**src/include/dma_defines.svh**
```systemverilog
// DMA target constants: flit field positions, type codes and size limits
`ifndef DMA_DEFINES_SVH
`define DMA_DEFINES_SVH

// Widths
`define DMA_FLIT_W       34
`define DMA_DATA_W       32
`define DMA_TILE_W       5
`define DMA_ID_W         4
`define DMA_SIZE_W       12

// Packet length limits, in flits and words
`define DMA_PKT_FLITS    16
`define DMA_MAX_PAYLOAD  14

// Flit field positions
`define DMA_TYPE_MSB     33
`define DMA_TYPE_LSB     32
`define DMA_DEST_MSB     31
`define DMA_DEST_LSB     27
`define DMA_CLASS_MSB    26
`define DMA_CLASS_LSB    24
`define DMA_ID_MSB       23
`define DMA_ID_LSB       20
`define DMA_SRC_MSB      19
`define DMA_SRC_LSB      15
`define DMA_PTYPE_MSB    14
`define DMA_PTYPE_LSB    13
`define DMA_LAST_BIT     12
`define DMA_SIZE_MSB     11
`define DMA_SIZE_LSB     0
`define DMA_CONTENT_MSB  31
`define DMA_CONTENT_LSB  0

// Flit type codes
`define DMA_FLIT_PAYLOAD 2'd0
`define DMA_FLIT_HEADER  2'd1
`define DMA_FLIT_LAST    2'd2
`define DMA_FLIT_SINGLE  2'd3

// Packet class and packet type codes
`define DMA_CLASS_DMA    3'd6
`define DMA_PT_L2R_REQ   2'd0
`define DMA_PT_L2R_RESP  2'd1
`define DMA_PT_R2L_REQ   2'd2
`define DMA_PT_R2L_RESP  2'd3

`endif

```
**src/dma_pkg.sv**
```systemverilog
// DMA target package: shared vector types and the controller state encoding
`include "dma_defines.svh"

package dma_pkg;

  //////////////////////////////////////////////////
  // Vector types
  //////////////////////////////////////////////////

  // One NoC flit, flit type in the two top bits
  typedef logic [`DMA_FLIT_W-1:0] flit_t;

  // Local and remote byte addresses
  typedef logic [`DMA_DATA_W-1:0] addr_t;

  // One memory word
  typedef logic [`DMA_DATA_W-1:0] data_t;

  // Tile number on the NoC
  typedef logic [`DMA_TILE_W-1:0] tile_t;

  // Request id, echoed in every response
  typedef logic [`DMA_ID_W-1:0] pkt_id_t;

  // Word count, same width as the size field
  typedef logic [`DMA_SIZE_W-1:0] wsize_t;

  //////////////////////////////////////////////////
  // Controller FSM
  //////////////////////////////////////////////////

  typedef enum logic [3:0] {
    st_idle,      // waiting for a request header
    st_l2r_addr,  // local address flit of a write request
    st_l2r_data,  // payload words onto the bus
    st_l2r_resp,  // single-flit acknowledgement
    st_r2l_laddr, // local address flit of a read request
    st_r2l_raddr, // remote address flit of a read request
    st_r2l_hdr,   // response header out
    st_r2l_addr,  // response address out
    st_r2l_data   // response payload out
  } ctrl_state_t;

endpackage

```
**src/dma_bus_if.sv**
```systemverilog
// Local memory bus bundle: single-phase AHB-Lite style select, address and data
`timescale 1ns/1ps

interface dma_bus_if;
  import dma_pkg::*;

  // Request side, driven by the DMA controller
  logic  hsel;
  logic  hwrite;
  addr_t haddr;
  data_t hwdata;

  // Response side, driven by the memory
  data_t hrdata;
  logic  hready;

  // Controller view
  modport master (
    output hsel, hwrite, haddr, hwdata,
    input  hrdata, hready
  );

  // Memory view, as seen from the top level pins
  modport port (
    input  hsel, hwrite, haddr, hwdata,
    output hrdata, hready
  );

endinterface

```
**src/dma_packet_buffer.sv**
```systemverilog
// Packet buffer: flit FIFO that only presents flits once a whole packet is held
`timescale 1ns/1ps
`include "dma_defines.svh"

module dma_packet_buffer (
  input  logic           clk,
  input  logic           rst,
  input  dma_pkg::flit_t in_flit,
  input  logic           in_valid,
  output logic           in_ready,
  output dma_pkg::flit_t out_flit,
  output logic           out_valid,
  input  logic           out_ready
);
  import dma_pkg::*;

  localparam int DEPTH = `DMA_PKT_FLITS;
  localparam int AW    = $clog2(DEPTH);

  flit_t        mem [DEPTH];
  logic [AW-1:0] wr_ptr;
  logic [AW-1:0] rd_ptr;
  logic [AW:0]   count;     // flits stored
  logic [AW:0]   pkt_count; // complete packets stored
  logic          push;
  logic          pop;

  // True for the flit that closes a packet
  function automatic logic closes_pkt(flit_t f);
    logic [1:0] ftype;
    ftype = f[`DMA_TYPE_MSB:`DMA_TYPE_LSB];
    return (ftype == `DMA_FLIT_LAST) || (ftype == `DMA_FLIT_SINGLE);
  endfunction

  assign in_ready  = (count != (AW + 1)'(DEPTH));
  assign push      = in_valid & in_ready;
  // Nothing leaves before its packet is complete
  assign out_valid = (pkt_count != '0);
  assign pop       = out_valid & out_ready;
  assign out_flit  = mem[rd_ptr];

  // Pointers and occupancy
  always_ff @(posedge clk) begin
    if (rst) begin
      wr_ptr    <= '0;
      rd_ptr    <= '0;
      count     <= '0;
      pkt_count <= '0;
    end else begin
      if (push)
        wr_ptr <= wr_ptr + 1'b1;
      if (pop)
        rd_ptr <= rd_ptr + 1'b1;
      count <= count + (AW + 1)'(push) - (AW + 1)'(pop);
      // Packet count, in on a stored end flit, out on a released one
      pkt_count <= pkt_count + (AW + 1)'(push && closes_pkt(in_flit))
                             - (AW + 1)'(pop && closes_pkt(out_flit));
    end
  end

  // Flit storage
  always_ff @(posedge clk) begin
    if (push)
      mem[wr_ptr] <= in_flit;
  end

endmodule

```
**src/dma_read_fifo.sv**
```systemverilog
// Read data FIFO: three-entry shift FIFO between bus read data and the NoC output
`timescale 1ns/1ps

module dma_read_fifo (
  input  logic           clk,
  input  logic           rst,
  input  logic           push,
  input  dma_pkg::data_t din,
  input  logic           pop,
  output dma_pkg::data_t dout,
  output logic           empty,
  output logic           full
);
  import dma_pkg::*;

  data_t      mem [3];
  // One-hot write position, bit 3 marks all three entries in use
  logic [3:0] pos;

  assign empty = pos[0];
  assign full  = pos[3];
  assign dout  = mem[0]; // head of queue

  // Position moves only when occupancy changes
  always_ff @(posedge clk) begin
    if (rst) begin
      pos <= 4'b0001;
    end else if (push && !pop) begin
      pos <= pos << 1;
    end else if (pop && !push) begin
      pos <= pos >> 1;
    end
  end

  //////////////////////////////////////////////////
  // Entry shifting
  //////////////////////////////////////////////////

  always_ff @(posedge clk) begin
    if (pop) begin
      // Shift toward the head, the new word lands one slot below its pointer
      mem[0] <= (push && pos[1]) ? din : mem[1];
      mem[1] <= (push && pos[2]) ? din : mem[2];
      if (push && pos[3])
        mem[2] <= din;
    end else begin
      for (int i = 0; i < 3; i++) begin
        if (push && pos[i])
          mem[i] <= din;
      end
    end
  end

endmodule

```
**src/dma_target_ctrl.sv**
```systemverilog
// DMA target controller: decodes requests, sequences the memory bus, builds responses
`timescale 1ns/1ps
`include "dma_defines.svh"

module dma_target_ctrl #(
  parameter dma_pkg::tile_t TILE_ID = '0
) (
  input  logic           clk,
  input  logic           rst,
  input  dma_pkg::flit_t buf_flit,
  input  logic           buf_valid,
  output logic           buf_ready,
  dma_bus_if.master      bus,
  output logic           fifo_push,
  output logic           fifo_pop,
  input  dma_pkg::data_t fifo_dout,
  input  logic           fifo_empty,
  input  logic           fifo_full,
  output dma_pkg::flit_t noc_out_flit,
  output logic           noc_out_valid,
  input  logic           noc_out_ready
);
  import dma_pkg::*;

  ctrl_state_t state;
  ctrl_state_t nxt_state;

  // Request fields, taken from the header flit
  tile_t   src_tile;
  pkt_id_t pkt_id;
  logic    last_req;
  wsize_t  wsize;

  // Addresses
  addr_t   laddr; // local, steps by one word per bus transfer
  addr_t   raddr; // remote base for the response address flits

  // Response bookkeeping
  wsize_t  sent;       // words in chunks already finished
  wsize_t  chunk;      // words in the current chunk
  wsize_t  chunk_cnt;  // words of the current chunk on the NoC
  wsize_t  fetch_left; // words of the current chunk still to read

  logic [1:0] buf_ftype;
  logic [1:0] buf_ptype;
  logic       buf_hdr;
  logic       buf_closes;
  wsize_t     remain;
  wsize_t     chunk_size;
  logic       final_chunk;
  logic       chunk_end;
  logic       rd_en;
  logic       wr_en;
  logic       xfer;
  logic       out_fire;

  //////////////////////////////////////////////////
  // Decode and datapath helpers
  //////////////////////////////////////////////////

  assign buf_ftype  = buf_flit[`DMA_TYPE_MSB:`DMA_TYPE_LSB];
  assign buf_ptype  = buf_flit[`DMA_PTYPE_MSB:`DMA_PTYPE_LSB];
  assign buf_hdr    = (buf_ftype == `DMA_FLIT_HEADER);
  assign buf_closes = (buf_ftype == `DMA_FLIT_LAST) || (buf_ftype == `DMA_FLIT_SINGLE);

  // Size of the next response chunk
  assign remain      = wsize - sent;
  assign final_chunk = (remain <= wsize_t'(`DMA_MAX_PAYLOAD));
  assign chunk_size  = final_chunk ? remain : wsize_t'(`DMA_MAX_PAYLOAD);
  assign chunk_end   = (chunk_cnt == chunk - wsize_t'(1));

  // Reads run ahead of the NoC as long as the FIFO has room
  assign rd_en = ((state == st_r2l_addr) || (state == st_r2l_data)) &&
                 (fetch_left != '0) && !fifo_full;
  // Whole packet is buffered, so valid stays high through the payload
  assign wr_en = (state == st_l2r_data) && buf_valid;

  assign bus.hsel   = rd_en | wr_en;
  assign bus.hwrite = wr_en;
  assign bus.haddr  = laddr;
  assign bus.hwdata = buf_flit[`DMA_CONTENT_MSB:`DMA_CONTENT_LSB];

  assign xfer      = bus.hsel & bus.hready;
  assign fifo_push = rd_en & bus.hready;
  assign out_fire  = noc_out_valid & noc_out_ready;
  assign fifo_pop  = (state == st_r2l_data) && out_fire;

  //////////////////////////////////////////////////
  // FSM
  //////////////////////////////////////////////////

  always_comb begin
    nxt_state     = state;
    buf_ready     = 1'b0;
    noc_out_valid = 1'b0;
    noc_out_flit  = '0;
    case (state)
      st_idle: begin
        // Flits that are not a known request header are dropped here
        buf_ready = 1'b1;
        if (buf_valid && buf_hdr) begin
          case (buf_ptype)
            `DMA_PT_L2R_REQ: nxt_state = st_l2r_addr;
            `DMA_PT_R2L_REQ: nxt_state = st_r2l_laddr;
            default:         nxt_state = st_idle;
          endcase
        end
      end
      st_l2r_addr: begin
        buf_ready = 1'b1;
        if (buf_valid)
          nxt_state = st_l2r_data;
      end
      st_l2r_data: begin
        // Flit consumed in the cycle its word is written
        buf_ready = bus.hready;
        if (xfer && buf_closes)
          nxt_state = last_req ? st_l2r_resp : st_idle;
      end
      st_l2r_resp: begin
        noc_out_valid = 1'b1;
        noc_out_flit[`DMA_TYPE_MSB:`DMA_TYPE_LSB]   = `DMA_FLIT_SINGLE;
        noc_out_flit[`DMA_DEST_MSB:`DMA_DEST_LSB]   = src_tile;
        noc_out_flit[`DMA_CLASS_MSB:`DMA_CLASS_LSB] = `DMA_CLASS_DMA;
        noc_out_flit[`DMA_ID_MSB:`DMA_ID_LSB]       = pkt_id;
        noc_out_flit[`DMA_SRC_MSB:`DMA_SRC_LSB]     = TILE_ID;
        noc_out_flit[`DMA_PTYPE_MSB:`DMA_PTYPE_LSB] = `DMA_PT_L2R_RESP;
        if (noc_out_ready)
          nxt_state = st_idle;
      end
      st_r2l_laddr: begin
        buf_ready = 1'b1;
        if (buf_valid)
          nxt_state = st_r2l_raddr;
      end
      st_r2l_raddr: begin
        buf_ready = 1'b1;
        // A zero-length read has nothing to return
        if (buf_valid)
          nxt_state = (wsize == '0) ? st_idle : st_r2l_hdr;
      end
      st_r2l_hdr: begin
        noc_out_valid = 1'b1;
        noc_out_flit[`DMA_TYPE_MSB:`DMA_TYPE_LSB]   = `DMA_FLIT_HEADER;
        noc_out_flit[`DMA_DEST_MSB:`DMA_DEST_LSB]   = src_tile;
        noc_out_flit[`DMA_CLASS_MSB:`DMA_CLASS_LSB] = `DMA_CLASS_DMA;
        noc_out_flit[`DMA_ID_MSB:`DMA_ID_LSB]       = pkt_id;
        noc_out_flit[`DMA_SRC_MSB:`DMA_SRC_LSB]     = TILE_ID;
        noc_out_flit[`DMA_PTYPE_MSB:`DMA_PTYPE_LSB] = `DMA_PT_R2L_RESP;
        noc_out_flit[`DMA_LAST_BIT]                 = final_chunk;
        noc_out_flit[`DMA_SIZE_MSB:`DMA_SIZE_LSB]   = chunk_size;
        if (noc_out_ready)
          nxt_state = st_r2l_addr;
      end
      st_r2l_addr: begin
        noc_out_valid = 1'b1;
        noc_out_flit[`DMA_TYPE_MSB:`DMA_TYPE_LSB] = `DMA_FLIT_PAYLOAD;
        // Remote base plus the bytes already returned
        noc_out_flit[`DMA_CONTENT_MSB:`DMA_CONTENT_LSB] = raddr + (addr_t'(sent) << 2);
        if (noc_out_ready)
          nxt_state = st_r2l_data;
      end
      st_r2l_data: begin
        noc_out_valid = !fifo_empty;
        noc_out_flit[`DMA_TYPE_MSB:`DMA_TYPE_LSB] =
          chunk_end ? `DMA_FLIT_LAST : `DMA_FLIT_PAYLOAD;
        noc_out_flit[`DMA_CONTENT_MSB:`DMA_CONTENT_LSB] = fifo_dout;
        if (!fifo_empty && noc_out_ready && chunk_end)
          nxt_state = final_chunk ? st_idle : st_r2l_hdr;
      end
      default: nxt_state = st_idle;
    endcase
  end

  // State and counters
  always_ff @(posedge clk) begin
    if (rst) begin
      state      <= st_idle;
      sent       <= '0;
      chunk_cnt  <= '0;
      fetch_left <= '0;
    end else begin
      state <= nxt_state;
      if (state == st_r2l_raddr && buf_valid)
        sent <= '0;
      else if (fifo_pop && chunk_end)
        sent <= sent + chunk;
      // New chunk starts when its header is taken
      if (state == st_r2l_hdr && out_fire) begin
        fetch_left <= chunk_size;
        chunk_cnt  <= '0;
      end else begin
        if (fifo_push)
          fetch_left <= fetch_left - wsize_t'(1);
        if (fifo_pop)
          chunk_cnt <= chunk_cnt + wsize_t'(1);
      end
    end
  end

  // Request fields and addresses
  always_ff @(posedge clk) begin
    if (state == st_idle && buf_valid && buf_hdr) begin
      src_tile <= buf_flit[`DMA_SRC_MSB:`DMA_SRC_LSB];
      pkt_id   <= buf_flit[`DMA_ID_MSB:`DMA_ID_LSB];
      last_req <= buf_flit[`DMA_LAST_BIT];
      wsize    <= buf_flit[`DMA_SIZE_MSB:`DMA_SIZE_LSB];
    end
    if ((state == st_l2r_addr || state == st_r2l_laddr) && buf_valid)
      laddr <= buf_flit[`DMA_CONTENT_MSB:`DMA_CONTENT_LSB];
    else if (xfer)
      laddr <= laddr + addr_t'(4);
    if (state == st_r2l_raddr && buf_valid)
      raddr <= buf_flit[`DMA_CONTENT_MSB:`DMA_CONTENT_LSB];
    if (state == st_r2l_hdr && out_fire)
      chunk <= chunk_size;
  end

endmodule

```
**src/dma_target.sv**
```systemverilog
// DMA target top: NoC request buffer, read FIFO and controller on a local memory bus
`timescale 1ns/1ps
`include "dma_defines.svh"

module dma_target #(
  parameter logic [`DMA_TILE_W-1:0] TILE_ID = '0
) (
  input  logic                   clk,
  input  logic                   rst,
  // NoC request input
  input  logic [`DMA_FLIT_W-1:0] noc_in_flit,
  input  logic                   noc_in_valid,
  output logic                   noc_in_ready,
  // NoC response output
  output logic [`DMA_FLIT_W-1:0] noc_out_flit,
  output logic                   noc_out_valid,
  input  logic                   noc_out_ready,
  // Local memory bus
  output logic                   hsel,
  output logic                   hwrite,
  output logic [`DMA_DATA_W-1:0] haddr,
  output logic [`DMA_DATA_W-1:0] hwdata,
  input  logic [`DMA_DATA_W-1:0] hrdata,
  input  logic                   hready
);
  import dma_pkg::*;

  flit_t buf_flit;
  logic  buf_valid;
  logic  buf_ready;
  logic  fifo_push;
  logic  fifo_pop;
  data_t fifo_dout;
  logic  fifo_empty;
  logic  fifo_full;

  dma_bus_if bus ();

  // Memory bus pins
  assign hsel       = bus.hsel;
  assign hwrite     = bus.hwrite;
  assign haddr      = bus.haddr;
  assign hwdata     = bus.hwdata;
  assign bus.hrdata = hrdata;
  assign bus.hready = hready;

  // Holds request flits until their packet is complete
  dma_packet_buffer packet_buffer_inst (
    .clk       (clk),
    .rst       (rst),
    .in_flit   (noc_in_flit),
    .in_valid  (noc_in_valid),
    .in_ready  (noc_in_ready),
    .out_flit  (buf_flit),
    .out_valid (buf_valid),
    .out_ready (buf_ready)
  );

  // Read words waiting for the NoC
  dma_read_fifo read_fifo_inst (
    .clk   (clk),
    .rst   (rst),
    .push  (fifo_push),
    .din   (bus.hrdata),
    .pop   (fifo_pop),
    .dout  (fifo_dout),
    .empty (fifo_empty),
    .full  (fifo_full)
  );

  dma_target_ctrl #(
    .TILE_ID (TILE_ID)
  ) ctrl_inst (
    .clk           (clk),
    .rst           (rst),
    .buf_flit      (buf_flit),
    .buf_valid     (buf_valid),
    .buf_ready     (buf_ready),
    .bus           (bus),
    .fifo_push     (fifo_push),
    .fifo_pop      (fifo_pop),
    .fifo_dout     (fifo_dout),
    .fifo_empty    (fifo_empty),
    .fifo_full     (fifo_full),
    .noc_out_flit  (noc_out_flit),
    .noc_out_valid (noc_out_valid),
    .noc_out_ready (noc_out_ready)
  );

endmodule

```
**config.mk**
```make
export PLATFORM = sky130hd
export DESIGN_NAME = dma_target
export DESIGN_NICKNAME = d
export VERILOG_FILES = /design/src/dma_pkg.sv /design/src/dma_bus_if.sv /design/src/dma_packet_buffer.sv /design/src/dma_read_fifo.sv /design/src/dma_target_ctrl.sv /design/src/dma_target.sv
export VERILOG_INCLUDE_DIRS = /design/src /design/src/include
export SDC_FILE = /design/constraint.sdc
export NUM_CORES = 1
export LEC_CHECK = 0
export BUFFER_PORTS_ARGS = -buffer_cell sky130_fd_sc_hd__buf_2
export CELL_PAD_IN_SITES_DETAIL_PLACEMENT = 1
export CELL_PAD_IN_SITES_GLOBAL_PLACEMENT = 2
export CORE_ASPECT_RATIO = 1.4
export CORE_UTILIZATION = 40
export CTS_BUF_LIST = sky130_fd_sc_hd__clkbuf_8
export DETAILED_ROUTE_END_ITERATION = 12
export PLACE_DENSITY_LB_ADDON = 0.25
export REMOVE_ABC_BUFFERS = 1
export SYNTH_ARGS = -nofsm -noshare
export SYNTH_HDL_FRONTEND = slang
export SYNTH_SLANG_ARGS = --single-unit
```
**constraint.sdc**
```tcl
create_clock -name clk -period 8.3 [get_ports clk]
set_clock_uncertainty 0.15 [all_clocks]
set_input_delay 2.49 -clock clk [delete_from_list [all_inputs] [get_ports clk]]
set_output_delay 2.49 -clock clk [all_outputs]
set_load 0.005 [all_outputs]
```
Word-level counts from Yosys, hierarchy flattened

Memories as Yosys holds them, arrays and structs flattened. A register that Yosys moved wholly into a read port is not among the register bits.
Index checks and enable logic that the tools add are counted.

Shift operators: 0
$add $sub $neg: 13
Magnitude comparators: 1
Multiply operators: 0
Reductions and logical operators: 43
Bitwise gates (word level): 9
Divide/modulo/power cells: 0
Muxes and demuxes: 49
Eq/ne operators: 25

Operators with widths:

| cell                                                                    | number |
|---|---|
| 32-bit 2-to-1 mux                                                       | 7 |
| 21-bit one-hot mux with 4 select lines                                  | 1 |
| 4-bit 2-to-1 mux                                                        | 13 |
| 13-bit one-hot mux with 3 select lines                                  | 1 |
| 12-bit 2-to-1 mux                                                       | 3 |
| 4-bit one-hot mux with 9 select lines                                   | 1 |
| 32-bit by 14-bit adder with 32-bit output                               | 1 |
| 32-bit by 3-bit adder with 32-bit output (second input constant)        | 1 |
| 12-bit by 1-bit subtractor with 12-bit output (second input constant)   | 2 |
| 1-bit logical AND                                                       | 22 |
| 4-bit by 3-bit == test with 1-bit output (second input constant)        | 4 |
| 1-bit 2-to-1 mux                                                        | 16 |
| 12-bit by 1-bit adder with 12-bit output (second input constant)        | 1 |
| 12-bit adder                                                            | 1 |
| 12-bit == test                                                          | 1 |
| 12-bit by 4-bit <= comparator with 1-bit output (second input constant) | 1 |
| 12-bit logical NOT                                                      | 1 |
| 12-bit nonzero test                                                     | 1 |
| 12-bit subtractor                                                       | 1 |
| 5-bit by 1-bit adder with 5-bit output                                  | 2 |
| 2-bit == test (second input constant)                                   | 5 |
| 2-bit != test (second input constant)                                   | 5 |
| 5-bit by 1-bit subtractor with 5-bit output                             | 2 |
| 9-bit AND reduction                                                     | 1 |
| 22 further kinds                                                        | 46 |

Memory bits (writable): 640
Input bits: 71
Latch bits: 0
Output and inout bits: 102
Flip-flop bits (word level): 160
Memories: 2
ROM bits: 0
Word-level logic and storage cells: 158

Memories:

| memory                 | words | bits a word | rd ports | clocked after memory_dff | wr ports | RTL line                | text |
|---|---|---|---|---|---|---|---|
| packet_buffer_inst.mem | 16    | 34          | 1        | 1                        | 1        | dma_packet_buffer.sv:20 | `flit_t mem [DEPTH];` |
| read_fifo_inst.mem     | 3     | 32          | 3        | 0                        | 3        | dma_read_fifo.sv:16     | `data_t mem [3];` |

Depth between registers and ports, before layout

Gate-level depths: netlist of the first run.

Word-level depth: 10
Depth in mapped cells: 17
Depth with buffers taken out: 15

Hierarchy

A second synthesis of the first run with hierarchy kept.

Cell total of the unflattened synthesis: 2,159
Area total of the unflattened synthesis: 34,525.6 µm²

By module, submodules not included:

| module            | area each (µm²) | instances | cells an instance | seq. area each (µm²) |
|---|---|---|---|---|
| dma_packet_buffer | 21,551.9        | 1         | 979               | 16,776.1 |
| dma_target_ctrl   | 8,816.0         | 1         | 955               | 3,743.6 |
| dma_read_fifo     | 4,157.7         | 1         | 225               | 2,962.8 |

Worst setup path after synthesis of the first run

OpenSTA, ideal clock, no wires.

Path type: input -> register
From: input port noc_in_valid
To: memory packet_buffer_inst.mem[3][0] (netlist bit), enable pin
Path slack: 2.302 ns
Setup time: 0.467 ns
Buffers on the path: 1
Arrival: 5.381 ns
Data required time: 7.683 ns
Stages: 4
Path through: and2_1 clkbuf_1 nand2_1 nor3_1

Cells in the longest elaborated chain, start to end: 3

RTL lines:

| element                                | RTL line                | text |
|---|---|---|
| start, declared                        | dma_target.sv:12        | `input logic noc_in_valid,` |
| 1-bit bitwise AND                      | dma_packet_buffer.sv:36 | `assign push = in_valid & in_ready;` |
| named net packet_buffer_inst.push      | dma_packet_buffer.sv:25 | `logic push;` |
| 1-bit 2-to-1 mux                       | dma_packet_buffer.sv:63 | `if (push)` |
| 1-bit 2-to-1 mux (implied by the code) | dma_packet_buffer.sv:64 | `mem[wr_ptr] <= in_flit;` |
| end, declared                          | dma_packet_buffer.sv:20 |  |

The timed path passes the listed nets, and every way through them passes these cells.

Final worst setup path of the first run

From: register ctrl_inst.wsize[0]
To: output port noc_out_flit[0]

Cells in the longest elaborated chain, start to end: 4

RTL lines:

| element                                         | RTL line               | text |
|---|---|---|
| start, declared                                 | dma_target_ctrl.sv:32  | `wsize_t wsize;` |
| start signal, assigned                          | dma_target_ctrl.sv:207 | `` wsize <= buf_flit[`DMA_SIZE_MSB:`DMA_SIZE_LSB]; `` |
| 12-bit subtractor *                             | dma_target_ctrl.sv:67  | `assign remain = wsize - sent;` |
| 12-bit by 4-bit <= comparator with 1-bit output | dma_target_ctrl.sv:68  | `` assign final_chunk = (remain <= wsize_t'(`DMA_MAX_PAYLOAD)); `` |
| 12-bit 2-to-1 mux *                             | dma_target_ctrl.sv:69  | `` assign chunk_size = final_chunk ? remain : wsize_t'(`DMA_MAX_PAYLOAD); `` |
| 13-bit one-hot mux with 3 select lines *        | dma_target_ctrl.sv:97  | `case (state)` |
| end, declared                                   | dma_target.sv:15       | `` output logic [`DMA_FLIT_W-1:0] noc_out_flit, `` |

Mark *: on every way between the ends. The rest lies on a longest branch, timed or not.

==> impl_results.md, run 1 <==
* Status: finished, final reports clean
* CTS tree: yes
* Setup TNS at 0 ps
* Worst Setup End Kind: output port
* Yosys top cell area share at 65.35%
* RR Endpoint: packet_buffer_inst.pkt_count[4]$_SDFF_PP0_
* Util after Layout at 45.80%
* Syn Inst Count at 1979
* DRT iter0 DRCs at 1144
* Largest net degree at the start of global routing at 117
* Design Area, Final at 38550 µm²
* CTS Hold Buffers Added at 0
* CTS root buffer: clkbuf_8
* Placed Area at 36250 µm²
* PortBufs at 172
* Post-layout minimum cycle time at 6659 ps
* Final wirelength at 89360 µm
* Critical path class: reg2out
* Hold path start: ctrl_inst.fetch_left[6]$_SDFFE_PP0P_
* Worst EP required at 5660 ps
* Prevailing post-synth register cell: edfxtp_1
* Slew Viols, Final at 0
* Hold-critical path depth at 2
* Clock Tree Buf Depth at 3
* # setup viols final at 0
* Hpwl dp at 55550 µm
* Register-to-Register Path Depth at 15
* Vias at 18910
* Slew HR at 29.48%
* Drt pass-1 iters at 7
* WL per Instance at 26.15 µm
* Gpl congestion at 0.8395
* Period utilization at 80.22%
* Clock Pin Slew Worst Setup and Hold Paths at 60 ps
* Fmax at 150.2 MHz
* Post-synth EDFFs at 738
* Synth cell types at 85
* Row count at 126
* Endpoints failing hold at 0
* Layout area overhead at 13.69%
* Initial Util at 40.28%
* Unrepaired setup endpoints after global routing: false
* CP startpoint: ctrl_inst.wsize[0]$_DFFE_PP_
* PD cells at 277.8 nW/µm²
* CP arrival at 4020 ps
* Final net count at 2368
* # resized after CTS at 0
* Register area share after synthesis at 69.25%
* Leak at 0.01285 µW
* Setup crit start kind: register
* Die Span X at 248.1 µm
* Die area at 85960 µm²
* H-tree Lvls at 3
* Vias/cell at 5.531
* WHS at 350.7 ps
* Cell Area, Synth at 33910 µm²
* Setup bufs post-CTS at 0
* Area leader, netlist: edfxtp_1
* Crit-path max FO at 7
* Synth top area cells: edfxtp_1, mux4_2, dfxtp_1
* Ratio of cells with drive above 1 in the final layout at 26.39%
* # Max-Cap Violations at 0
* Num CTS Buffers at 120
* Core footprint at 84190 µm²
* Synth warnings at 0
* ANT nets after route at 0
* Vias in the first global route at 20570
* Syn_area_per_cell at 17.14 µm²
* Initial antenna violation count at 16
* Hold EP: ctrl_inst.fetch_left[6]$_SDFFE_PP0P_
* Worst-skew pair later-pin latency at 750 ps
* First-pass GRT wire length at 132700 µm
* R2R setup slack at 3690 ps
* Grt total ovfl at 0
* # IOs at 173
* HP Class: reg2reg
* Number of synthesized register bits at 804
* Slew @ Worst Pin at 1058 ps
* DRC viols at 0
* Worst-case vdd ir drop at 0.0001758 V
* Ys async rst share at 0%
* Clock sinks at 804
* Die height at 346.5 µm
* Tot GR Track Use at 21.10%
-- critical path: stages, from the launching register on --
cell      delay (ps)
edfxtp_1         390
inv_1             70
ha_1             160
inv_1             60
fa_1             400
a21o_1           220
a221oi_1         360
o21ai_0          190
mux2i_1          190
nand4_1          110
o21bai_1         390
nand2b_1         300
o21ai_0          280
buf_2            180
-- per-stage QoR --
stage	setup slack [ps]	cells	power, µW
6_report	1641	3418	10710
5_1_grt	1344	3417	11220
4_1_cts	1546	3415	10870
3_5_place_dp	2388	3202	7687
3_3_place_gp	2500	3202	7610
2_1_floorplan	-936.8	1908	6856
-- cell type report --
cell class,instances,area [µm²]
Fill cell,8219,45630
Sequential cell,804,23490
Multi-Input combinational cell,1050,10040
Clock buffer,124,1707
Tap cell,1088,1361
Timing Repair Buffer,206,1154
Clock inverter,89,594.3
Inverter,54,202.7
Antenna cell,3,7.507
-- Yosys cell counts, types with 16 or more instances --
| cell | count |
|---|---|
| mux2_2 | 38 |
| nand2_1 | 97 |
| nor3_1 | 20 |
| ha_1 | 56 |
| o21ai_0 | 80 |
| a21oi_1 | 52 |
| clkbuf_1 | 46 |
| mux2_1 | 31 |
| or3_1 | 16 |
| nand3_1 | 25 |
| and3_1 | 27 |
| inv_1 | 53 |
| dfxtp_1 | 66 |
| mux4_2 | 167 |
| nor2_1 | 115 |
| nand4_1 | 16 |
| xor2_1 | 55 |
| xnor2_1 | 53 |
| edfxtp_1 | 738 |
| mux2i_1 | 23 |
-- state kept, by name (all words and copies together), names as in the netlist, 12 cells and up, named ones only --
name                    flops
ctrl_inst.wsize            12
read_fifo_inst.mem         96
ctrl_inst.fetch_left       12
ctrl_inst.raddr            32
packet_buffer_inst.mem    544
ctrl_inst.bus.haddr        32
ctrl_inst.sent             12
ctrl_inst.chunk            12
ctrl_inst.chunk_cnt        12
-- power breakdown --
group | internal, µW | total, µW | leakage [µW] | switching [µW]
combinational | 1110 | 2470 | 0.00434 | 1360
sequential | 4790 | 5070 | 0.00721 | 284
clock | 1610 | 3160 | 0.00130 | 1560
total | 7510 | 10700 | 0.0129 | 3200
-- cells in the final DEF, fill, tap and decap left out, types with 25 or more instances in the layout --
cell / n
inv_1: 86
dfxtp_1: 62
mux2_2: 38
o21ai_0: 79
buf_4: 31
nor2_1: 103
and3_1: 26
ha_1: 56
xnor2_1: 53
xor2_1: 55
edfxtp_1: 738
mux2_1: 31
clkbuf_8: 124
nand2_1: 97
mux4_2: 167
a21oi_1: 52
nand3_1: 25
buf_2: 172
-- layer usage --
| layer | part of all wire, % | global-route usage (%) |
|---|---|---|
| met3 | 4.8 | 3.526 |
| met2 | 53 | 38.04 |
| met1 | 40 | 25.30 |
| met4 | 2.4 | 6.711 |
| met5 | 0.12 | 0 |
-- logic make-up (layout without fill, tap and decap cells) --
kind of cell | Yosys count | after routing | synth area share, %
flops | 804 | 804 | 69.25
simple gates | 390 | 390 | 5.741
mux | 259 | 259 | 14.06
compound gates | 224 | 224 | 4.107
buf+inv | 132 | 473 | 1.682
xor+xnor | 108 | 108 | 2.789
fa+ha+maj | 61 | 61 | 2.361
other cells | 1 | 11 | 0.01106
-- worst max path at each step --
stage / endpoint / slack (ps) / cells past startpoint
after floorplan: hwdata[13] / -940 / 2
after global placement: noc_out_flit[0] / 2500 / 13
after detailed placement: noc_out_flit[0] / 2390 / 13
after CTS: noc_out_flit[0] / 1550 / 13
after global routing: noc_out_flit[1] / 1340 / 11
final: noc_out_flit[0] / 1640 / 13
No activity file was read; power rests on OpenSTA's default activity.
==> inputs of run 2 (changes only) <==
--- a/config.mk
+++ b/config.mk
@@ -6,11 +6,12 @@
 export SDC_FILE = /design/constraint.sdc
 export NUM_CORES = 1
 export LEC_CHECK = 0
+export ABC_AREA = 1
 export BUFFER_PORTS_ARGS = -buffer_cell sky130_fd_sc_hd__buf_2
 export CELL_PAD_IN_SITES_DETAIL_PLACEMENT = 1
 export CELL_PAD_IN_SITES_GLOBAL_PLACEMENT = 2
 export CORE_ASPECT_RATIO = 1.4
-export CORE_UTILIZATION = 40
+export CORE_UTILIZATION = 39
 export CTS_BUF_LIST = sky130_fd_sc_hd__clkbuf_8
 export DETAILED_ROUTE_END_ITERATION = 12
 export PLACE_DENSITY_LB_ADDON = 0.25
==> constraint.sdc (replaced) <==
create_clock -name clk -period 5.85 [get_ports clk]
set_clock_uncertainty 0.15 [all_clocks]
set_input_delay 1.755 -clock clk [delete_from_list [all_inputs] [get_ports clk]]
set_output_delay 1.755 -clock clk [all_outputs]
set_load 0.005 [all_outputs]
==> run 2 against run 1 <==
Compared with the run above:
- area after synthesis grew 4.2%
- power grew 49%
- final cell count grew 37%
- die area grew 6.8%
==> impl_results.md, run 2 <==
* RR Endpoint: packet_buffer_inst.pkt_count[4]$_SDFF_PP0_
* Fmax at 181.7 MHz
* Core footprint at 89790 µm²
* Vias/cell at 5.579
* Post-route setup slack at 346.7 ps
* DRT iter0 DRCs at 1884
* Period utilization at 94.07%
* Clock sinks at 804
* Hold-critical path depth at 1
* Num CTS Buffers at 130
* Cell Area, Synth at 35340 µm²
* Register-to-Register Path Depth at 15
* Commonest non-fill, non-tap cell in the layout: edfxtp_1
* Hpwl dp at 73970 µm
* Most flops, register: packet_buffer_inst.mem
* Number of synthesized register bits at 804
* Status: finished, final reports clean
* Vias at 26130
* Most frequent cells in the layout: edfxtp_1, nand2_1, nor2_1
* Critical path class: reg2out
* Ratio of cells with drive above 1 in the final layout at 12.89%
* Final net count at 3535
* Area leader, netlist: edfxtp_1
* # Max-Cap Violations at 0
* Endpoints failing hold at 0
* Largest register FFs at 544
* Tot GR Track Use at 25.50%
* Post-layout minimum cycle time at 5503 ps
* Hold EP: ctrl_inst.fetch_left[9]$_SDFFE_PP0P_
* Hold path start: ctrl_inst.fetch_left[9]$_SDFFE_PP0P_
* Worst EP required at 3940 ps
* # fillers at 9784
* # IOs at 173
* Worst-case vdd ir drop at 0.0002805 V
* CTS Hold Buffers Added at 0
* Die height at 358.2 µm
* Final wirelength at 116300 µm
* Slew @ Worst Pin at 1227 ps
* R2R setup slack at 1880 ps
* Gpl congestion at 0.8309
* Vias in the first global route at 27960
* Setup crit start kind: register
* Crit-path max FO at 5
* Largest net degree at the start of global routing at 168
* Die Span X at 256.4 µm
* Syn_area_per_cell at 11.09 µm²
* Synth top area cells: edfxtp_1, nand2_1, o21ai_0
* Worst-skew pair later-pin latency at 830 ps
* Initial Util at 39.36%
* Synth cell types at 53
* Slew HR at 17.66%
* Yosys top cell area share at 62.72%
* Most frequent cell after synthesis: edfxtp_1
* CTS tree: yes
* Drt pass-1 iters at 5
* Prevailing post-synth register cell: edfxtp_1
* Pre-CTS WS at 988.0 ps
* # setup viols final at 0
* WL per Instance at 24.84 µm
* Clock Tree Buf Depth at 3
* Grt total ovfl at 0
* ANT nets after route at 0
* Die area at 91830 µm²
* Register area share after synthesis at 66.45%
* Initial antenna violation count at 16
* Post-synth EDFFs at 738
* Ys async rst share at 0%
* Layout area overhead at 13.42%
* PortBufs at 172
* First-pass GRT wire length at 174600 µm
* PD cells at 398.1 nW/µm²
* Synth warnings at 0
* CP arrival at 3600 ps
* CTS root buffer: clkbuf_8
* Slew Viols, Final at 0
* Unrepaired setup endpoints after global routing: false
* Row count at 130
* Util after Layout at 44.64%
* Regs by FF count: packet_buffer_inst.mem: 544 flops, read_fifo_inst.mem: 96 flops
* Synth top cells by count: edfxtp_1, nand2_1, nor2_1
* Clock Pin Slew Worst Setup and Hold Paths at 70 ps
* Syn Inst Count at 3187
* Worst Setup End Kind: output port
* Leak at 0.01463 µW
* H-tree Lvls at 4
* HP Class: reg2reg
* DRC viols at 0
[run 2: worst max-delay path, stage by stage, from the launching register on]
cell and delay [ps]:
edfxtp_1 410, inv_1 70, ha_1 130, inv_1 80, fa_1 450, nand3_1 110, nand3_1 130, xor2_1 170
a21oi_1 140, nand3_1 130, nor2_1 350, nand2_1 190, o211ai_1 260, buf_2 160
[run 2: cells by family (layout without fill, tap and decap cells)]
group	Yosys count	in the layout	synth area share, %
AND/OR/NAND/NOR	1248	1248	14.90
flip-flops	804	804	66.45
AO/OA/AOI/OAI	671	671	11.14
buffers and inverters	346	643	3.845
adder cells (fa/ha/maj)	61	61	2.266
XOR/XNOR	56	56	1.388
other	1	12	0.01061
[run 2: worst max path at each step]
stage | slack, ps | startpoint | cells after the start | to
after floorplan | -6830 | register | 5 | hwdata[0]
after global placement | 1010 | ctrl_inst.sent[0]$_SDFFE_PP0P_ | 16 | noc_out_flit[22]
after detailed placement | 990 | ctrl_inst.sent[0]$_SDFFE_PP0P_ | 16 | noc_out_flit[24]
after CTS | 50 | ctrl_inst.sent[0]$_SDFFE_PP0P_ | 16 | noc_out_flit[24]
after global routing | 3 | ctrl_inst.sent[1]$_SDFFE_PP0P_ | 12 | noc_out_flit[0]
final | 350 | ctrl_inst.wsize[0]$_DFFE_PP_ | 13 | noc_out_flit[0]
[run 2: final cells by class]
class	instances	area, µm²	share of cell area [%]
antenna	4	10.01	0.02498
clock buffer	140	1927	4.808
clock inverter	80	386.6	0.9647
inverter	195	737.0	1.839
multi-input combinational	2044	10690	26.68
sequential	804	23500	58.62
tap	1188	1486	3.709
timing repair buffer	228	1344	3.353
[run 2: per-layer routing]
metal | track usage (%) | vias up | routed length, µm
met5 | 0 | - | 81
met1 | 30.27 | 13330 | 46360
li1 | - | 11850 | -
met3 | 4.828 | 213 | 6362
met4 | 10.48 | 12 | 3926
met2 | 45.32 | 727 | 59580
[run 2: power by group]
group | switching [µW] | total, µW | internal, µW
registers | 193 | 6960 | 6760
logic | 3290 | 4490 | 1200
clock network | 2270 | 4510 | 2240
total | 5750 | 16000 | 10200
[run 2: repair_timing]
action | CTS | global route
setup endpoints to repair | 0 | 6
gates resized for setup | 0 | 4
buffers inserted | 0 | 0
[run 2: through the flow]
stage          hold WS [ps]  total power, µW  cells  TNS (ps)  area [µm²]
5_1_grt               364.8            16770   4683         0       40080
3_3_place_gp          305.7            11420   4459         0       37740
6_report              344.6            15950   4683         0       40080
4_1_cts               337.9            16130   4679         0       40050
3_5_place_dp          322.8            11600   4459         0       37740
2_1_floorplan         293.3             9550   3043   -870780       34740
